File: src/rtl/hazard_pkg.sv
package hazard_pkg;

    // widths that carry meaning
    typedef logic [4:0]  reg_addr_t;
    typedef logic [31:0] inst_t;
    typedef logic [11:0] offset_t;    // signed load/store immediate
    typedef logic [15:0] cfg_data_t;
    typedef logic [1:0]  cfg_addr_t;
    typedef logic [15:0] stall_cnt_t; // wraps at 2^16

    // rv64i major opcodes
    localparam logic [6:0] OP_LOAD      = 7'b0000011;
    localparam logic [6:0] OP_STORE     = 7'b0100011;
    localparam logic [6:0] OP_OP        = 7'b0110011;
    localparam logic [6:0] OP_OP_IMM    = 7'b0010011;
    localparam logic [6:0] OP_OP_32     = 7'b0111011;
    localparam logic [6:0] OP_OP_IMM_32 = 7'b0011011;
    localparam logic [6:0] OP_BRANCH    = 7'b1100011;
    localparam logic [6:0] OP_LUI       = 7'b0110111;
    localparam logic [6:0] OP_AUIPC     = 7'b0010111;
    localparam logic [6:0] OP_JAL       = 7'b1101111;
    localparam logic [6:0] OP_JALR      = 7'b1100111;

    // register port map
    localparam cfg_addr_t CFG_CTRL         = 2'd0;
    localparam cfg_addr_t CFG_CNT_LOAD_USE = 2'd1;
    localparam cfg_addr_t CFG_CNT_WB       = 2'd2;
    localparam cfg_addr_t CFG_CNT_ALIAS    = 2'd3;

    // decoded instruction, also the per-stage record
    typedef struct packed {
        logic      valid;
        reg_addr_t rd;
        reg_addr_t rs1;
        reg_addr_t rs2;
        logic      uses_rs1;
        logic      uses_rs2;
        logic      writes_rd; // never set for x0
        logic      is_load;
        logic      is_store;
        offset_t   offset;
    } dec_info_t;

    typedef struct packed {
        logic load_use;
        logic wb_conflict;
        logic store_alias;
    } hazard_cause_t;

    typedef struct packed {
        logic alias_en;  // resets to 1
        logic rf_bypass; // resets to 0
    } hazard_cfg_t;

endpackage

File: src/rtl/id_decode.sv
`timescale 1ns/1ps

module id_decode (
    input  logic                  id_valid,
    input  hazard_pkg::inst_t     id_inst,
    output hazard_pkg::dec_info_t id_info
);
    import hazard_pkg::*;

    logic [6:0] opcode;
    reg_addr_t  rd_f;
    reg_addr_t  rs1_f;
    reg_addr_t  rs2_f;
    logic       use_rs1;
    logic       use_rs2;
    logic       use_rd;
    logic       load_op;
    logic       store_op;
    offset_t    imm_i;
    offset_t    imm_s;

    // raw fields
    assign opcode = id_inst[6:0];
    assign rd_f   = id_inst[11:7];
    assign rs1_f  = id_inst[19:15];
    assign rs2_f  = id_inst[24:20];
    assign imm_i  = id_inst[31:20];
    assign imm_s  = {id_inst[31:25], id_inst[11:7]}; // split s-type immediate

    // operand usage per opcode
    always_comb begin
        use_rs1  = 1'b0;
        use_rs2  = 1'b0;
        use_rd   = 1'b0;
        load_op  = 1'b0;
        store_op = 1'b0;
        case (opcode)
            OP_OP, OP_OP_32: begin
                use_rs1 = 1'b1;
                use_rs2 = 1'b1;
                use_rd  = 1'b1;
            end
            OP_OP_IMM, OP_OP_IMM_32, OP_JALR: begin
                use_rs1 = 1'b1;
                use_rd  = 1'b1;
            end
            OP_LOAD: begin
                use_rs1 = 1'b1;
                use_rd  = 1'b1;
                load_op = 1'b1;
            end
            OP_STORE: begin
                use_rs1  = 1'b1;
                use_rs2  = 1'b1;
                store_op = 1'b1;
            end
            OP_BRANCH: begin
                use_rs1 = 1'b1;
                use_rs2 = 1'b1;
            end
            OP_LUI, OP_AUIPC, OP_JAL: use_rd = 1'b1;
            default: ; // unknown opcode touches nothing
        endcase
    end

    // unused fields forced to zero for opcode-free compares downstream
    always_comb begin
        id_info           = '0;
        id_info.valid     = id_valid;
        id_info.uses_rs1  = use_rs1;
        id_info.uses_rs2  = use_rs2;
        id_info.rs1       = use_rs1 ? rs1_f : '0;
        id_info.rs2       = use_rs2 ? rs2_f : '0;
        id_info.rd        = use_rd ? rd_f : '0;
        id_info.writes_rd = use_rd && (rd_f != '0); // x0 writes are dropped
        id_info.is_load   = load_op;
        id_info.is_store  = store_op;
        if (load_op) begin
            id_info.offset = imm_i;
        end else if (store_op) begin
            id_info.offset = imm_s;
        end
    end

endmodule

File: src/rtl/stage_tracker.sv
`timescale 1ns/1ps

module stage_tracker (
    input  logic                  clk,
    input  logic                  rst_n,
    input  logic                  stall,
    input  hazard_pkg::dec_info_t id_info,
    output hazard_pkg::dec_info_t ex_rec,
    output hazard_pkg::dec_info_t wb_rec
);
    import hazard_pkg::*;

    dec_info_t ex_q;
    dec_info_t mem_q; // no rule looks at mem, kept for the shift
    dec_info_t wb_q;
    dec_info_t ex_next;

    // bubble into ex on stall or empty decode slot
    always_comb begin
        if (!stall && id_info.valid) begin
            ex_next = id_info;
        end else begin
            ex_next = '0;
        end
    end

    always_ff @(posedge clk or negedge rst_n) begin
        if (!rst_n) begin
            ex_q  <= '0;
            mem_q <= '0;
            wb_q  <= '0;
        end else begin
            wb_q  <= mem_q; // older stages always drain
            mem_q <= ex_q;
            ex_q  <= ex_next;
        end
    end

    assign ex_rec = ex_q;
    assign wb_rec = wb_q;

endmodule

File: src/rtl/hazard_detect.sv
`timescale 1ns/1ps

module hazard_detect (
    input  hazard_pkg::dec_info_t     ex_rec,
    input  hazard_pkg::dec_info_t     wb_rec,
    input  hazard_pkg::dec_info_t     id_info,
    input  hazard_pkg::hazard_cfg_t   cfg,
    output logic                      stall,
    output hazard_pkg::hazard_cause_t cause
);

    logic rs1_hits_ex;
    logic rs2_hits_ex;
    logic rs1_hits_wb;
    logic rs2_hits_wb;
    logic base_same;
    logic offset_same;
    logic load_use_raw;
    logic wb_conflict_raw;
    logic store_alias_raw;

    // source compares against ex
    assign rs1_hits_ex = id_info.uses_rs1 && (id_info.rs1 != '0)
                      && ex_rec.writes_rd && (id_info.rs1 == ex_rec.rd);
    assign rs2_hits_ex = id_info.uses_rs2 && (id_info.rs2 != '0)
                      && ex_rec.writes_rd && (id_info.rs2 == ex_rec.rd);

    // source compares against wb
    assign rs1_hits_wb = id_info.uses_rs1 && (id_info.rs1 != '0)
                      && wb_rec.writes_rd && (id_info.rs1 == wb_rec.rd);
    assign rs2_hits_wb = id_info.uses_rs2 && (id_info.rs2 != '0)
                      && wb_rec.writes_rd && (id_info.rs2 == wb_rec.rd);

    // load result not ready until mem
    assign load_use_raw = ex_rec.is_load && (rs1_hits_ex || rs2_hits_ex);

    // without write-through the read in decode sees the old value
    assign wb_conflict_raw = !cfg.rf_bypass && (rs1_hits_wb || rs2_hits_wb);

    // only base register number and offset are known at decode
    assign base_same   = (id_info.rs1 == ex_rec.rs1);
    assign offset_same = (id_info.offset == ex_rec.offset);

    assign store_alias_raw = cfg.alias_en && ex_rec.is_store && id_info.is_load
                          && base_same && offset_same;

    // one-hot by priority, gated by the decode strobe
    always_comb begin
        cause = '0;
        if (id_info.valid) begin
            if (load_use_raw) begin
                cause.load_use = 1'b1;
            end else if (wb_conflict_raw) begin
                cause.wb_conflict = 1'b1;
            end else if (store_alias_raw) begin
                cause.store_alias = 1'b1;
            end
        end
    end

    assign stall = cause.load_use | cause.wb_conflict | cause.store_alias;

endmodule

File: src/rtl/hazard_cfg_regs.sv
`timescale 1ns/1ps

module hazard_cfg_regs (
    input  logic                      clk,
    input  logic                      rst_n,
    input  logic                      cfg_we,
    input  hazard_pkg::cfg_addr_t     cfg_addr,
    input  hazard_pkg::cfg_data_t     cfg_wdata,
    output hazard_pkg::cfg_data_t     cfg_rdata,
    input  hazard_pkg::hazard_cause_t cause,
    output hazard_pkg::hazard_cfg_t   cfg
);
    import hazard_pkg::*;

    hazard_cfg_t cfg_q;
    stall_cnt_t  cnt_q [3]; // load-use, wb, alias
    logic [2:0]  cnt_inc;
    logic [2:0]  cnt_clr;

    assign cnt_inc = {cause.store_alias, cause.wb_conflict, cause.load_use};

    assign cnt_clr[0] = cfg_we && (cfg_addr == CFG_CNT_LOAD_USE);
    assign cnt_clr[1] = cfg_we && (cfg_addr == CFG_CNT_WB);
    assign cnt_clr[2] = cfg_we && (cfg_addr == CFG_CNT_ALIAS);

    // policy bits
    always_ff @(posedge clk or negedge rst_n) begin
        if (!rst_n) begin
            cfg_q.alias_en  <= 1'b1;
            cfg_q.rf_bypass <= 1'b0;
        end else if (cfg_we && (cfg_addr == CFG_CTRL)) begin
            cfg_q.alias_en  <= cfg_wdata[0];
            cfg_q.rf_bypass <= cfg_wdata[1];
        end
    end

    // stall counters where a write clears and beats the increment
    always_ff @(posedge clk or negedge rst_n) begin
        if (!rst_n) begin
            for (int i = 0; i < 3; i++) begin
                cnt_q[i] <= '0;
            end
        end else begin
            for (int i = 0; i < 3; i++) begin
                if (cnt_clr[i]) begin
                    cnt_q[i] <= '0;
                end else if (cnt_inc[i]) begin
                    cnt_q[i] <= cnt_q[i] + 16'd1; // wraps
                end
            end
        end
    end

    // combinational read mux
    always_comb begin
        case (cfg_addr)
            CFG_CTRL:         cfg_rdata = cfg_data_t'({cfg_q.rf_bypass, cfg_q.alias_en});
            CFG_CNT_LOAD_USE: cfg_rdata = cnt_q[0];
            CFG_CNT_WB:       cfg_rdata = cnt_q[1];
            default:          cfg_rdata = cnt_q[2];
        endcase
    end

    assign cfg = cfg_q;

endmodule

File: src/rtl/hazard_top.sv
`timescale 1ns/1ps

module hazard_top (
    input  logic                      clk,
    input  logic                      rst_n,
    input  logic                      id_valid,
    input  hazard_pkg::inst_t         id_inst,
    input  logic                      cfg_we,
    input  hazard_pkg::cfg_addr_t     cfg_addr,
    input  hazard_pkg::cfg_data_t     cfg_wdata,
    output hazard_pkg::cfg_data_t     cfg_rdata,
    output logic                      stall,
    output hazard_pkg::hazard_cause_t cause
);
    import hazard_pkg::*;

    dec_info_t   id_info;
    dec_info_t   ex_rec;
    dec_info_t   wb_rec;
    hazard_cfg_t cfg;

    id_decode decode_i (
        .id_valid (id_valid),
        .id_inst  (id_inst),
        .id_info  (id_info)
    );

    // stall also feeds the bubble insertion
    stage_tracker tracker_i (
        .clk     (clk),
        .rst_n   (rst_n),
        .stall   (stall),
        .id_info (id_info),
        .ex_rec  (ex_rec),
        .wb_rec  (wb_rec)
    );

    hazard_detect detect_i (
        .ex_rec  (ex_rec),
        .wb_rec  (wb_rec),
        .id_info (id_info),
        .cfg     (cfg),
        .stall   (stall),
        .cause   (cause)
    );

    hazard_cfg_regs regs_i (
        .clk       (clk),
        .rst_n     (rst_n),
        .cfg_we    (cfg_we),
        .cfg_addr  (cfg_addr),
        .cfg_wdata (cfg_wdata),
        .cfg_rdata (cfg_rdata),
        .cause     (cause),
        .cfg       (cfg)
    );

endmodule

File: config.mk
export PLATFORM = sky130hd
export DESIGN_NAME = hazard_top
export DESIGN_NICKNAME = d
export VERILOG_FILES = /design/src/rtl/hazard_pkg.sv /design/src/rtl/id_decode.sv /design/src/rtl/stage_tracker.sv /design/src/rtl/hazard_detect.sv /design/src/rtl/hazard_cfg_regs.sv /design/src/rtl/hazard_top.sv
export SDC_FILE = /design/constraint.sdc
export NUM_CORES = 1
export LEC_CHECK = 0
export BUFFER_PORTS_ARGS = -buffer_cell sky130_fd_sc_hd__buf_4
export CORE_UTILIZATION = 50
export DETAILED_ROUTE_END_ITERATION = 12
export PLACE_DENSITY = 0.82
export SYNTH_ARGS = -nofsm -noshare
export SYNTH_HDL_FRONTEND = slang
export SYNTH_SLANG_ARGS = --single-unit
File: constraint.sdc
create_clock -name clk -period 3.3 [get_ports clk]
set_input_delay 0.495 -clock clk [delete_from_list [all_inputs] [get_ports clk]]
set_output_delay 0.495 -clock clk [all_outputs]
set_load 0.005 [all_outputs]
==> impl_metrics.ini <==
[logic_synthesis]
synthAdderAreaFrac_pct = 0.7470
mappedNetlistArea_um2 = 5025
syn-num-nets = 578
ys_async_sr_fraction_pct = 100.0
synth_compound_area_share_pct = 14.47
ys_ff_latch = 87
synthSimpleGateAreaFrac_pct = 25.52
synthMuxAreaShare_pct = 5.852
synth-edff-count = 0
synth_ff_type = dfrtp_1
synth_top_family_by_area = simple AND/OR/NAND/NOR gates
syn-mean-instance-area_um2 = 9.645
synth_xor_area_share_pct = 6.624
synth-seq-area-share_pct = 43.35
synthCells = 521
yosysUniqueCellTypes = 64
synth_warnings = 0

[timing]
hold_ws_ns = 0.3152
rsz0062_at_grt = no
tightest_slew_ns = 1.089
relSlewSlack_pct = 27.37
hold_viol_final = 0
setup_violations = 0
period_minus_slack_ns = 3.136
fin_skew_ns = 0.01663
timing.final.crit_share_pct = 95.04
slew_violations = 0
clock.fmax_mhz = 318.8

[global_routing]
first_global_vias = 4204
grt_pass1_wl_mm = 19.84
grt_max_degree = 88
antenna_found_initial = 0
overflow = 0
grt_use_total_pct = 24.59

[power_and_ir_drop]
comb_power_share_pct = 8.9
p_sw_uw = 493.8
power_frac_seq_pct = 52.2
p_per_area_nw_per_um2 = 358.3
power.total_mw = 2.074
p_sw_share_pct = 23.81
vdd_drop_max_uv = 255.4
p_leak_nw = 2.451
p_int_mw = 1.580
pwr-share-clk_pct = 38.8

[critical_path]
cp-start-kind = input port
arrival_ns = 2.64
slowest_delay_ns = 0.63
cp_max_fo = 9
critPathRequiredTime_ns = 2.80
crit_slowest_cell = or4b_1
crit_top_cell = buf_4
path_delay_family = compound AO/OA/AOI/OAI gates
worstSetupPathType = input port to output port
crit_buf_inv = 3
endpoint_kind = output port
path_cells = buf_4, nor4bb_4, o311a_1, o32ai_1, o2111ai_1, or4b_1, inv_1, buf_4

[detailed_routing]
drc = 0
wire_per_inst_um = 16.75
routed_wl_mm = 11.91
dr.first_iter.drc_count = 233
first_pass_iters = 5
ant_nets = 0
viasPerCell = 5.992
num_vias = 4260

[place]
portBuffers = 56
dpl.hpwl_mm = 8.769
gp_congestion = 0.8604

[cts]
htree_levels = 3
postCtsSetupBuffers = 0
ctsHoldBuffers = 0
clk_pin_slew_worst_paths_ns = 0.09
clock_sinks = 87
numCtsBuffers = 9
cts_tree = done
clock_latency_ns = 0.36
clock-root-buffer = clkbuf_8
clk_path_buf_depth = 2

[floorplanning]
row_count = 36
io_pins = 74
dieArea_um2 = 10450
core_area_um2 = 9774
dieHeight_um = 102.2
start_util_pct = 51.41
die_w_um = 102.2

[final_layout]
nets = 630
diodes = 0
syn_to_final_growth_pct = 15.19
fillers = 844
drive_gt1_share_pct = 20.59

[run]
maxCapViolations = 0

[status]
status = complete, no violations

[hold_path]
worstHoldPathType = input port to asynchronous set/reset pin
## power by group through the flow
stage               registers (mW)  logic (mW)  clock network (mW)
CTS                           1.08       0.186               0.821
global placement              1.10       0.179                   0
detailed placement            1.10       0.185                   0
floorplan                     1.10      0.0913                   0
finish                        1.08       0.185               0.805
global route                  1.08       0.203               0.864
## final timing paths
kind / from / to / slack, ns / depth (start not counted)
min reg2reg: tracker_i.mem_q[31] / tracker_i.wb_rec[31] / 0.35 / 0
max reg2reg: regs_i.cfg[1] / regs_i.cnt_q[12] / 0.34 / 7
max in group asynchronous: rst_n / regs_i.cfg[0] / 2.27 / 1
min: rst_n / regs_i.cnt_q[13] / 0.32 / 1
min in group clk: tracker_i.mem_q[31] / tracker_i.wb_rec[31] / 0.35 / 0
max: id_inst[5] / cause[0] / 0.16 / 8
## through the flow
step | setup slack [ns] | cells | utilization [%] | TNS (ns) | area [µm²]
after floorplan | 0.4587 | 521 | - | 0 | 5025
after global placement | 0.1041 | 695 | 56.95 | 0 | 5567
after detailed placement | -0.09095 | 695 | 56.95 | -0.3420 | 5567
after CTS | 0.1598 | 711 | 59.14 | 0 | 5781
after global routing | 0.01982 | 711 | 59.22 | 0 | 5788
final | 0.1635 | 711 | 59.22 | 0 | 5788
## cells by family (layout without fill, tap and decap cells)
group | Yosys count | count (layout)
simple gates | 219 | 219
compound gates | 109 | 109
flops | 87 | 87
buf+inv | 40 | 97
xor+xnor | 38 | 38
mux | 25 | 25
fa+ha+maj | 3 | 3
## cell usage in the layout (no fill, tap or decap), drive strengths merged, types with 7 or more instances in the layout
master / instances
nor3: 16
nand4: 14
nor2: 34
nand3: 17
xnor2: 29
and2: 22
nor4: 12
a22o: 14
xor2: 9
nand2: 33
buf: 65
dfrtp: 86
o31ai: 9
or4: 11
o21ai: 25
mux2i: 8
a21oi: 36
mux2: 15
clkbuf: 11
or3: 19
inv: 16
and3: 7
## Yosys cell counts (14+ instances only)
cell type	number	area share, %
nor2_1	34	2.5
nand4_1	14	1.7
xnor2_1	29	5.1
and2_1	22	2.7
a21oi_1	34	3.4
o21ai_0	25	2.5
dfrtp_1	86	43
a22o_1	14	2.4
nand3_1	17	1.7
or3_1	19	2.4
inv_1	16	1.2
nor3_1	16	1.6
nand2_1	33	2.5
mux2_2	15	3.4
## final cells by class
| type | instances | area [µm²] | share of cell area [%] |
|---|---|---|---|
| Clock buffer | 11 | 131.4 | 2.270 |
| Clock inverter | 5 | 82.58 | 1.427 |
| Inverter | 16 | 60.06 | 1.038 |
| Multi-Input combinational cell | 394 | 2681 | 46.33 |
| Sequential cell | 87 | 2178 | 37.64 |
| Tap cell | 133 | 166.4 | 2.875 |
| Timing Repair Buffer | 65 | 488.0 | 8.431 |
## repair_timing
| item | CTS | global route |
|---|---|---|
| endpoints found under the hold margin | 0 | 0 |
| setup endpoints to repair | 0 | 5 |
| resized for setup | 0 | 2 |
## flip-flops by register name, indices dropped and copies added, names as in the netlist
register and flops:
regs_i.cfg 2, regs_i.cnt_q 48, tracker_i.wb_rec 6, tracker_i.mem_q 6, tracker_i.ex_rec 25
## per-layer routing
layer | global-route usage, % | routed length, µm | vias to the layer above
met3 | 4.514 | 558 | 24
met1 | 30.16 | 4980 | 2085
met4 | 8.901 | 271 | 0
li1 | - | - | 2012
met2 | 43.21 | 6097 | 139
met5 | 0 | 0 | -
## worst reg2reg max path, stage by stage (launching register included)
cell and delay [ns]:
dfstp_2 0.55, and3b_1 0.15, nand4_1 0.10, nor4_1 0.33
o2111ai_1 0.30, or4_4 0.68, or4_1 0.55, a21oi_1 0.21
No activity file was read; power rests on OpenSTA's default activity.
